`src/fd_pkg.sv`:
```
package fd_pkg;

	localparam int FRAME_W = 8;                    // Frame width in pixels
	localparam int FRAME_H = 8;
	localparam int WIN = 4;                        // Window side
	localparam int HALF_WIN = WIN / 2;             // Side of one feature half
	localparam int NUM_WIN_X = FRAME_W - WIN + 1;  // Window positions per row
	localparam int NUM_WIN_Y = FRAME_H - WIN + 1;
	localparam int NUM_STAGE = 2;
	localparam int CLS_PER_STAGE = 2;
	localparam int NUM_CLS = NUM_STAGE * CLS_PER_STAGE;

	localparam int PIX_W = 8;
	localparam int COORD_W = $clog2(FRAME_W);
	localparam int II_W = 14;                      // Holds 64 pixels of 255
	localparam int SCORE_W = 12;
	localparam int CLS_W = $clog2(NUM_CLS);
	localparam int STAGE_W = $clog2(NUM_STAGE);
	localparam int CLS_SUB_W = $clog2(CLS_PER_STAGE);

	typedef logic [PIX_W-1:0] pixel_t;
	typedef logic [COORD_W-1:0] coord_t;
	typedef logic [2*COORD_W-1:0] ii_addr_t;       // Row then column
	typedef logic [II_W-1:0] ii_t;
	typedef logic signed [SCORE_W-1:0] score_t;
	typedef logic [CLS_W-1:0] cls_idx_t;

	typedef enum logic
	{
		FEAT_HORZ,                                 // Left half minus right half
		FEAT_VERT                                  // Top half minus bottom half
	} feat_kind_t;

	typedef struct packed
	{
		feat_kind_t kind;
		score_t     thr;                           // Node threshold
		score_t     pass_val;                      // Vote when feature >= thr
		score_t     fail_val;
	} haar_cls_t;

	// Stage s uses entries 2s and 2s+1
	localparam haar_cls_t CLS_TABLE [NUM_CLS] = '{
		'{FEAT_HORZ, 12'sd40, 12'sd4, -12'sd3},
		'{FEAT_VERT, -12'sd20, 12'sd2, -12'sd2},
		'{FEAT_VERT, 12'sd30, 12'sd5, -12'sd1},
		'{FEAT_HORZ, -12'sd200, 12'sd1, -12'sd6}
	};

	localparam score_t STAGE_THR [NUM_STAGE] = '{
		12'sd1,
		12'sd0
	};

endpackage

```
`src/fd_ifs.sv`:
```
`timescale 1ns/1ns

// Rectangle-sum read port into the integral image
interface integral_rd_if;

	fd_pkg::coord_t rx0;
	fd_pkg::coord_t ry0;
	fd_pkg::coord_t rx1;
	fd_pkg::coord_t ry1;
	fd_pkg::ii_t    rsum;                  // Same-cycle answer

	modport mem  (input rx0, ry0, rx1, ry1, output rsum);
	modport user (output rx0, ry0, rx1, ry1, input rsum);

endinterface

// Classifier request from the FSM to the feature evaluator
interface haar_req_if;

	logic             req;
	fd_pkg::coord_t   win_x;
	fd_pkg::coord_t   win_y;
	fd_pkg::cls_idx_t cls_idx;
	logic             vote_valid;          // Two cycles after req
	fd_pkg::score_t   vote;

	modport ctrl
	(
		output req, win_x, win_y, cls_idx,
		input  vote_valid, vote
	);
	modport eval
	(
		input  req, win_x, win_y, cls_idx,
		output vote_valid, vote
	);

endinterface

```
`src/integral_image.sv`:
```
`timescale 1ns/1ns

module integral_image
(
	input  logic           clk_os,
	input  logic           rst_n,
	input  logic           pixel_valid,
	input  fd_pkg::pixel_t pixel,
	input  logic           scan_active,
	output logic           frame_full,
	integral_rd_if.mem     rd
);

	fd_pkg::ii_t      ii_mem [fd_pkg::FRAME_W * fd_pkg::FRAME_H];
	fd_pkg::coord_t   pos_x;
	fd_pkg::coord_t   pos_y;
	logic             accept;
	logic             last_pos;
	logic             wr_en;
	fd_pkg::coord_t   wr_x;
	fd_pkg::coord_t   wr_y;
	fd_pkg::ii_addr_t wr_addr;
	fd_pkg::pixel_t   pix_q;
	fd_pkg::ii_t      row_sum;                  // Sum of the current row so far
	fd_pkg::ii_t      row_next;
	fd_pkg::ii_t      above;
	fd_pkg::ii_t      s_br;
	fd_pkg::ii_t      s_bl;
	fd_pkg::ii_t      s_tr;
	fd_pkg::ii_t      s_tl;

	assign accept   = pixel_valid && !scan_active;  // Dropped during a scan
	assign last_pos = (pos_x == fd_pkg::FRAME_W - 1) && (pos_y == fd_pkg::FRAME_H - 1);

	always_ff @(posedge clk_os or negedge rst_n)
	begin
		if (!rst_n)
		begin
			pos_x      <= '0;
			pos_y      <= '0;
			wr_en      <= 1'b0;
			frame_full <= 1'b0;
		end
		else
		begin
			wr_en      <= accept;
			frame_full <= accept && last_pos;
			if (accept)
			begin
				if (pos_x == fd_pkg::FRAME_W - 1)
				begin
					pos_x <= '0;
					pos_y <= last_pos ? '0 : pos_y + 1'b1;  // Wrap for the next frame
				end
				else
					pos_x <= pos_x + 1'b1;
			end
		end
	end

	assign wr_addr  = {wr_y, wr_x};
	assign row_next = ((wr_x == '0) ? '0 : row_sum) + fd_pkg::ii_t'(pix_q);
	assign above    = (wr_y == '0) ? '0 : ii_mem[{wr_y - 1'b1, wr_x}];

	// Write stage, one cycle behind the pixel strobe
	always_ff @(posedge clk_os)
	begin
		if (accept)
		begin
			pix_q <= pixel;
			wr_x  <= pos_x;
			wr_y  <= pos_y;
		end
		if (wr_en)
		begin
			row_sum         <= row_next;
			ii_mem[wr_addr] <= row_next + above;
		end
	end

	// Four-corner rectangle sum, corners left of or above the frame read as zero
	assign s_br = ii_mem[{rd.ry1, rd.rx1}];
	assign s_bl = (rd.rx0 == '0) ? '0 : ii_mem[{rd.ry1, rd.rx0 - 1'b1}];
	assign s_tr = (rd.ry0 == '0) ? '0 : ii_mem[{rd.ry0 - 1'b1, rd.rx1}];
	assign s_tl = (rd.rx0 == '0 || rd.ry0 == '0) ? '0 : ii_mem[{rd.ry0 - 1'b1, rd.rx0 - 1'b1}];
	assign rd.rsum = s_br - s_bl - s_tr + s_tl;  // Wraps back into range

endmodule

```
`src/scan_counter.sv`:
```
`timescale 1ns/1ns

module scan_counter
(
	input  logic             clk_os,
	input  logic             rst_n,
	input  logic             clear,
	input  logic             step_cls,
	input  logic             next_stage,
	input  logic             next_win,
	output fd_pkg::coord_t   win_x,
	output fd_pkg::coord_t   win_y,
	output fd_pkg::cls_idx_t cls_idx,
	output logic             last_in_stage,
	output logic             last_stage,
	output logic             last_win
);

	logic [fd_pkg::STAGE_W-1:0]   stage;
	logic [fd_pkg::CLS_SUB_W-1:0] sub;       // Classifier within the stage

	always_ff @(posedge clk_os or negedge rst_n)
	begin
		if (!rst_n)
		begin
			win_x <= '0;
			win_y <= '0;
			stage <= '0;
			sub   <= '0;
		end
		else if (clear)
		begin
			win_x <= '0;
			win_y <= '0;
			stage <= '0;
			sub   <= '0;
		end
		else if (next_win)
		begin
			stage <= '0;
			sub   <= '0;
			if (win_x == fd_pkg::NUM_WIN_X - 1)
			begin
				win_x <= '0;
				win_y <= (win_y == fd_pkg::NUM_WIN_Y - 1) ? '0 : win_y + 1'b1;
			end
			else
				win_x <= win_x + 1'b1;
		end
		else if (next_stage)
		begin
			stage <= stage + 1'b1;
			sub   <= '0;                              // First classifier of next stage
		end
		else if (step_cls)
			sub <= sub + 1'b1;
	end

	assign cls_idx = fd_pkg::cls_idx_t'(stage * fd_pkg::CLS_PER_STAGE + sub);

	assign last_in_stage = (sub == fd_pkg::CLS_PER_STAGE - 1);
	assign last_stage    = (stage == fd_pkg::NUM_STAGE - 1);
	assign last_win      = (win_x == fd_pkg::NUM_WIN_X - 1) && (win_y == fd_pkg::NUM_WIN_Y - 1);

endmodule

```
`src/haar_feature_eval.sv`:
```
`timescale 1ns/1ns

module haar_feature_eval
(
	input  logic        clk_os,
	input  logic        rst_n,
	haar_req_if.eval    req,
	integral_rd_if.user rd
);

	logic              phase_a;                     // Reading rect A
	logic              phase_b;                     // Reading rect B, vote out
	fd_pkg::coord_t    x_q;
	fd_pkg::coord_t    y_q;
	fd_pkg::cls_idx_t  cls_q;
	fd_pkg::ii_t       sum_a;
	fd_pkg::haar_cls_t cls;
	fd_pkg::coord_t    a_x0, a_y0, a_x1, a_y1;
	fd_pkg::coord_t    b_x0, b_y0, b_x1, b_y1;
	fd_pkg::score_t    diff;

	assign cls = fd_pkg::CLS_TABLE[cls_q];

	// Split the window into two halves along the feature axis
	always_comb
	begin
		a_x0 = x_q;
		a_y0 = y_q;
		b_x1 = fd_pkg::coord_t'(x_q + fd_pkg::WIN - 1);
		b_y1 = fd_pkg::coord_t'(y_q + fd_pkg::WIN - 1);
		if (cls.kind == fd_pkg::FEAT_HORZ)
		begin
			a_x1 = fd_pkg::coord_t'(x_q + fd_pkg::HALF_WIN - 1);
			a_y1 = b_y1;
			b_x0 = fd_pkg::coord_t'(x_q + fd_pkg::HALF_WIN);
			b_y0 = y_q;
		end
		else
		begin
			a_x1 = b_x1;
			a_y1 = fd_pkg::coord_t'(y_q + fd_pkg::HALF_WIN - 1);
			b_x0 = x_q;
			b_y0 = fd_pkg::coord_t'(y_q + fd_pkg::HALF_WIN);
		end
	end

	assign rd.rx0 = phase_b ? b_x0 : a_x0;
	assign rd.ry0 = phase_b ? b_y0 : a_y0;
	assign rd.rx1 = phase_b ? b_x1 : a_x1;
	assign rd.ry1 = phase_b ? b_y1 : a_y1;

	assign diff = fd_pkg::score_t'(sum_a) - fd_pkg::score_t'(rd.rsum);  // Half sums fit in 11 bits
	assign req.vote_valid = phase_b;
	assign req.vote = ($signed(diff) >= $signed(cls.thr)) ? cls.pass_val : cls.fail_val;

	always_ff @(posedge clk_os or negedge rst_n)
	begin
		if (!rst_n)
		begin
			phase_a <= 1'b0;
			phase_b <= 1'b0;
		end
		else
		begin
			phase_a <= req.req;
			phase_b <= phase_a;
		end
	end

	always_ff @(posedge clk_os)
	begin
		if (req.req)
		begin
			x_q   <= req.win_x;
			y_q   <= req.win_y;
			cls_q <= req.cls_idx;
		end
		if (phase_a)
			sum_a <= rd.rsum;
	end

endmodule

```
`src/cascade_fsm.sv`:
```
`timescale 1ns/1ns

module cascade_fsm
(
	input  logic             clk_os,
	input  logic             rst_n,
	input  logic             frame_full,
	output logic             scan_active,
	haar_req_if.ctrl         req,
	output logic             clear,
	output logic             step_cls,
	output logic             next_stage,
	output logic             next_win,
	input  fd_pkg::coord_t   win_x,
	input  fd_pkg::coord_t   win_y,
	input  fd_pkg::cls_idx_t cls_idx,
	input  logic             last_in_stage,
	input  logic             last_stage,
	input  logic             last_win,
	output logic             busy,
	output logic             det_valid,
	output fd_pkg::coord_t   det_x,
	output fd_pkg::coord_t   det_y,
	output logic             scan_done
);

	typedef enum logic [2:0]
	{
		IDLE,
		ISSUE,
		WAIT,
		JUDGE,
		DONE
	} state_t;

	state_t         state;
	state_t         state_next;
	fd_pkg::score_t stage_sum;                       // Votes of the current stage
	logic           stage_pass;
	logic           detect;

	assign req.req     = (state == ISSUE);
	assign req.win_x   = win_x;
	assign req.win_y   = win_y;
	assign req.cls_idx = cls_idx;

	assign stage_pass = $signed(stage_sum) >=
		$signed(fd_pkg::STAGE_THR[cls_idx / fd_pkg::CLS_PER_STAGE]);
	assign detect     = (state == JUDGE) && stage_pass && last_stage;

	assign clear      = (state == IDLE) && frame_full;
	assign step_cls   = (state == WAIT) && req.vote_valid && !last_in_stage;
	assign next_stage = (state == JUDGE) && stage_pass && !last_stage;
	assign next_win   = (state == JUDGE) && !next_stage;  // Rejected or detected

	assign busy        = (state != IDLE);
	assign scan_active = busy || frame_full;           // Covers the cycle before the scan

	always_comb
	begin
		state_next = state;
		case (state)
			IDLE:
				if (frame_full)
					state_next = ISSUE;
			ISSUE:
				state_next = WAIT;
			WAIT:
				if (req.vote_valid)
					state_next = last_in_stage ? JUDGE : ISSUE;
			JUDGE:
				if (next_win && last_win)
					state_next = DONE;
				else
					state_next = ISSUE;
			DONE:
				state_next = IDLE;
			default:
				state_next = IDLE;
		endcase
	end

	always_ff @(posedge clk_os or negedge rst_n)
	begin
		if (!rst_n)
		begin
			state     <= IDLE;
			stage_sum <= '0;
			det_valid <= 1'b0;
			scan_done <= 1'b0;
		end
		else
		begin
			state     <= state_next;
			det_valid <= detect;
			scan_done <= (state == DONE);             // Lands in the first idle cycle
			if (clear || state == JUDGE)
				stage_sum <= '0;
			else if (state == WAIT && req.vote_valid)
				stage_sum <= stage_sum + req.vote;
		end
	end

	always_ff @(posedge clk_os)
	begin
		if (detect)
		begin
			det_x <= win_x;
			det_y <= win_y;
		end
	end

endmodule

```
`src/face_detect_top.sv`:
```
`timescale 1ns/1ns

module face_detect_top
(
	input  logic           clk_os,
	input  logic           rst_n,
	input  logic           pixel_valid,
	input  fd_pkg::pixel_t pixel,
	output logic           busy,
	output logic           det_valid,
	output fd_pkg::coord_t det_x,
	output fd_pkg::coord_t det_y,
	output logic           scan_done
);

	integral_rd_if rd_if ();
	haar_req_if    req_if ();

	logic             frame_full;
	logic             scan_active;
	logic             clear;
	logic             step_cls;
	logic             next_stage;
	logic             next_win;
	fd_pkg::coord_t   win_x;
	fd_pkg::coord_t   win_y;
	fd_pkg::cls_idx_t cls_idx;
	logic             last_in_stage;
	logic             last_stage;
	logic             last_win;

	integral_image u_integral_image
	(
		.clk_os      (clk_os),
		.rst_n       (rst_n),
		.pixel_valid (pixel_valid),
		.pixel       (pixel),
		.scan_active (scan_active),
		.frame_full  (frame_full),
		.rd          (rd_if.mem)
	);

	scan_counter u_scan_counter
	(
		.clk_os        (clk_os),
		.rst_n         (rst_n),
		.clear         (clear),
		.step_cls      (step_cls),
		.next_stage    (next_stage),
		.next_win      (next_win),
		.win_x         (win_x),
		.win_y         (win_y),
		.cls_idx       (cls_idx),
		.last_in_stage (last_in_stage),
		.last_stage    (last_stage),
		.last_win      (last_win)
	);

	haar_feature_eval u_haar_feature_eval
	(
		.clk_os (clk_os),
		.rst_n  (rst_n),
		.req    (req_if.eval),
		.rd     (rd_if.user)
	);

	cascade_fsm u_cascade_fsm
	(
		.clk_os        (clk_os),
		.rst_n         (rst_n),
		.frame_full    (frame_full),
		.scan_active   (scan_active),
		.req           (req_if.ctrl),
		.clear         (clear),
		.step_cls      (step_cls),
		.next_stage    (next_stage),
		.next_win      (next_win),
		.win_x         (win_x),
		.win_y         (win_y),
		.cls_idx       (cls_idx),
		.last_in_stage (last_in_stage),
		.last_stage    (last_stage),
		.last_win      (last_win),
		.busy          (busy),
		.det_valid     (det_valid),
		.det_x         (det_x),
		.det_y         (det_y),
		.scan_done     (scan_done)
	);

endmodule

```
`config.mk`:
```
export PLATFORM = sky130hd
export DESIGN_NAME = face_detect_top
export DESIGN_NICKNAME = d
export VERILOG_FILES = /design/src/fd_pkg.sv /design/src/fd_ifs.sv /design/src/integral_image.sv /design/src/scan_counter.sv /design/src/haar_feature_eval.sv /design/src/cascade_fsm.sv /design/src/face_detect_top.sv
export SDC_FILE = /design/constraint.sdc
export NUM_CORES = 2
export LEC_CHECK = 0
export BUFFER_PORTS_ARGS = -buffer_cell sky130_fd_sc_hd__buf_2
export CORE_ASPECT_RATIO = 1.5
export CORE_MARGIN = 10
export CORE_UTILIZATION = 63
export DETAILED_ROUTE_END_ITERATION = 16
export HOLD_SLACK_MARGIN = 0.12
export MAX_ROUTING_LAYER = met4
export PLACE_DENSITY = 0.79
export SYNTH_ARGS = -nofsm -noshare
export SYNTH_HDL_FRONTEND = slang
export SYNTH_SLANG_ARGS = --single-unit
```
`constraint.sdc`:
```
create_clock -name clk_os -period 15.25 [get_ports clk_os]
set_clock_uncertainty 0.15 [all_clocks]
set_input_delay 0.7625 -clock clk_os [delete_from_list [all_inputs] [get_ports clk_os]]
set_output_delay 0.7625 -clock clk_os [all_outputs]
set_load 0.05 [all_outputs]
```
==> run_results.csv <==
group,metric,value,unit
clock_tree,cts_setup_buffers,0,
setup_path,crit_path_max_fanout,101,
flow_run,drv.max_cap_violation_count,2,
die,die-area,0.0886,mm²
final_layout,syn2layout_area_growth,9.48,%
synthesis,synth-warning-count,0,
timing,setup_total_negative_slack,0,ps
pwr,power.share.switching,40.1,%
pwr,sequentialPowerShare,43.5,%
pwr,vdd.ir_drop.worst,0.682,mV
detailed_routing,detail_route.vias_per_cell,8.38,
timing,finalCritPeriodShare,90.4,%
pwr,internal_power,7.07,mW
timing,period_needed,13780,ps
run_status,violations,"max-capacitance violations, max-slew violations",
clock_tree,cts-root-buf,"clkbuf_16",
timing,hold_viol,0,
timing,tightestPinTransition,1490,ps
setup_path,crit_arrival,14170,ps
synthesis,synth_cells,3145,
global_routing,grt.overflow.total,0,
global_routing,antenna_found_initial,9,
die,boundaryPins,20,
pwr,p_sw,4.73,mW
setup_path,startpoint_class_of_the_critical_path,"flop",
clock_tree,cts_buffers,80,
clock_tree,insertion_delay,670,ps
timing,setup_violations,0,
global_routing,grt.total_usage,41.1,%
clock_tree,cts_tree,"built",
setup_path,crit_path_top_delay_cell,"buf_4",
setup_path,critical_path_type,"reg2reg",
timing,maxSlewHeadroom,-0.138,%
detailed_routing,drt-pass1-iter-count,9,
clock_tree,path_clk_slew,70,ps
synthesis,avgSynthCellArea,15.4,µm²
final_layout,layout.cells.non_filler,4229,
die,core-area,0.0762,mm²
detailed_routing,dr_total_vias,35500,
die,dieHeight,360,µm
setup_path,critical_path.top_delay_family,"adder cells",
timing,timing.fmax,72.6,MHz
detailed_routing,remaining_drc_errors,0,
synthesis,async_flop_share,4.09,%
synthesis,mappedNetlistArea,0.0484,mm²
clock_tree,cts-htree-levels,3,
placed_design,place.gp.congestion,1.06,
final_layout,final_area,0.0530,mm²
run_status,run_status,"finished, violations left",
synthesis,post-synth-top-area-fraction,50.8,%
setup_path,crit_path_max_incr_delay,870,ps
synthesis,postSynth.topFlopCell,"edfxtp_1",
setup_path,cp-end-kind,"flop",
detailed_routing,drt-wirelength-per-cell,41.9,µm
setup_path,wp_buf_inv,6,
pwr,power_per_cell_area,223,mW/mm²
synthesis,share_of_synthesized_area_occupied_by_flip_flops_and_latches,52.7,%
placed_design,post_dp_cell_area,0.0502,mm²
synthesis,synthesis.nets,3260,
setup_path,timing.critical_path.required,15640,ps
final_layout,final_layout_size_suffix_gt1_share,28.2,%
die,fp.dieW,246,µm
global_routing,first_global_vias,34700,
placed_design,place_inst,4063,
synthesis,synth_seq_cells,855,
clock_tree,cts.sink_count,855,
synthesis,synth_top_cell_by_area,"edfxtp_1",
detailed_routing,detail_route.wirelength,177000,µm
pwr,p_leak,17.2,nW
detailed_routing,iter_0_drt_violations,7061,
timing,rsz0062_at_grt,"false",
global_routing,grt_first_pass_wirelength,250000,µm
global_routing,largest_net_degree_at_the_start_of_global_routing,102,
clock_tree,clockBufferDepth,3,
final_layout,num-nets-final,3261,
hold_path,timing.hold.worst.class,"in2reg",
die,row_count,124,
synthesis,synth_area_leaders,"edfxtp_1, mux4_2, a22oi_1",
pwr,clock_power_share,17.9,%
synthesis,synth.distinct_cells,71,
placed_design,hpwl_reported_at_the_end_of_detailed_placement,109000,µm
detailed_routing,ant_nets,0,
placed_design,buffer_ports.inserted,19,
die,effective_utilization_at_floorplan,63.6,%
synthesis,post_synth_edffs,820,
setup_path,cp_common_cell,"o21ai_0",
pwr,pwr-share-comb,38.7,%
timing,drv_slew,1,
[cells in the final DEF, fill, tap and decap left out, types with 83 or more instances in the layout]
cell type    n
clkbuf_16   83
mux2i_1     96
nor2_1     139
mux4_2     502
buf_4      145
a22oi_1    144
edfxtp_1   820
o21ai_0    115
a21oi_1    144
nand2_1    141
[cell type report]
cell class / instances / area, µm²
Antenna cell: 10 / 25.0
Clock buffer: 94 / 2140
Clock inverter: 53 / 597
Fill cell: 4814 / 23200
Inverter: 65 / 254
Multi-Input combinational cell: 1969 / 21900
Sequential cell: 855 / 25500
Tap cell: 1008 / 1260
Timing Repair Buffer: 175 / 1320
[metrics by stage]
stage / hold WS, ps / total power, mW / setup WS, ps / utilization [%]
3_3_place_gp: 306 / 9.24 / 1510 / 65.8
3_5_place_dp: 317 / 9.51 / 1450 / 65.8
5_1_grt: 136 / 12.0 / 395 / 69.6
6_report: 140 / 11.8 / 1470 / 69.6
2_1_floorplan: 275 / 7.44 / 2500 / -
4_1_cts: 123 / 11.6 / 1440 / 69.5
[per-layer routing]
metal,track usage (%),vias up,part of all wire [%]
met1,46.1,17300,29
met4,33.6,0,11
met3,14.0,1113,16
met5,-,-,0
met2,59.0,4003,45
li1,-,13100,-
[power by group through the flow]
stage | Clock (mW) | Sequential, mW | Combinational, mW
floorplan | 0 | 5.28 | 2.16
global placement | 0 | 5.14 | 4.10
detailed placement | 0 | 5.16 | 4.35
CTS | 2.11 | 5.11 | 4.35
global route | 2.20 | 5.14 | 4.70
finish | 2.11 | 5.13 | 4.56
[kinds of logic (layout without fill, tap and decap cells)]
group	Yosys count	count (layout)	synth area share, %
AO/OA/AOI/OAI	652	652	9.07
XOR/XNOR	59	59	1.13
adder cells (fa/ha/maj)	109	109	3.19
buffers and inverters	321	387	2.65
flip-flops	855	855	52.7
multiplexers	651	651	26.6
other	0	10	0
AND/OR/NAND/NOR	498	498	4.73
[cell usage after synthesis (36+ instances only)]
cell type  instances
nor2_1           158
buf_2             42
mux2_2            53
nand3_1           54
nor2b_1           36
a211oi_1          45
a22oi_1          144
buf_1             52
edfxtp_1         820
a221oi_1          52
o21ai_0          116
inv_1             64
nand2_1          141
clkbuf_1         156
xnor2_1           38
mux2i_1           96
mux4_2           502
a21oi_1          144
ha_1              78
[final timing paths]
kind	startpoint	slack [ps]	endpoint	cells after the start
setup / recovery	u_haar_feature_eval.a_x0[0]	1470	u_cascade_fsm.stage_sum[11]	47
min in group asynchronous	rst_n	610	u_integral_image.pos_y[1]	2
hold / removal	pixel[5]	140	u_integral_image.pix_q[5]	1
max in group asynchronous	rst_n	13740	u_cascade_fsm.stage_sum[5]	2
setup reg to reg	u_haar_feature_eval.a_x0[0]	1470	u_cascade_fsm.stage_sum[11]	47
hold reg to reg	u_integral_image.pos_x[1]	330	u_integral_image.wr_x[1]	0
[sequential cells by signal, summed over array words and instances (netlist names), 2 cells and up]
name / cells
u_integral_image.pix_q: 8
u_haar_feature_eval.a_y0: 3
u_integral_image.ii_mem: 768
u_cascade_fsm.det_x: 3
u_integral_image.pos_y: 3
u_integral_image.wr_x: 3
u_cascade_fsm.state: 3
u_integral_image.wr_y: 3
u_integral_image.row_sum: 12
u_haar_feature_eval.a_x0: 3
u_cascade_fsm.stage_sum: 12
u_integral_image.pos_x: 3
u_haar_feature_eval.sum_a: 12
u_scan_counter.win_y: 3
u_haar_feature_eval.cls_q: 2
u_cascade_fsm.det_y: 3
u_scan_counter.win_x: 3
[timing repair]
item                      in CTS  in global routing
hold endpoints to repair      42                  0
gates resized for setup        0                  0
hold buffers                   8                  0
Note: power is estimated with default switching activity, not from simulation.
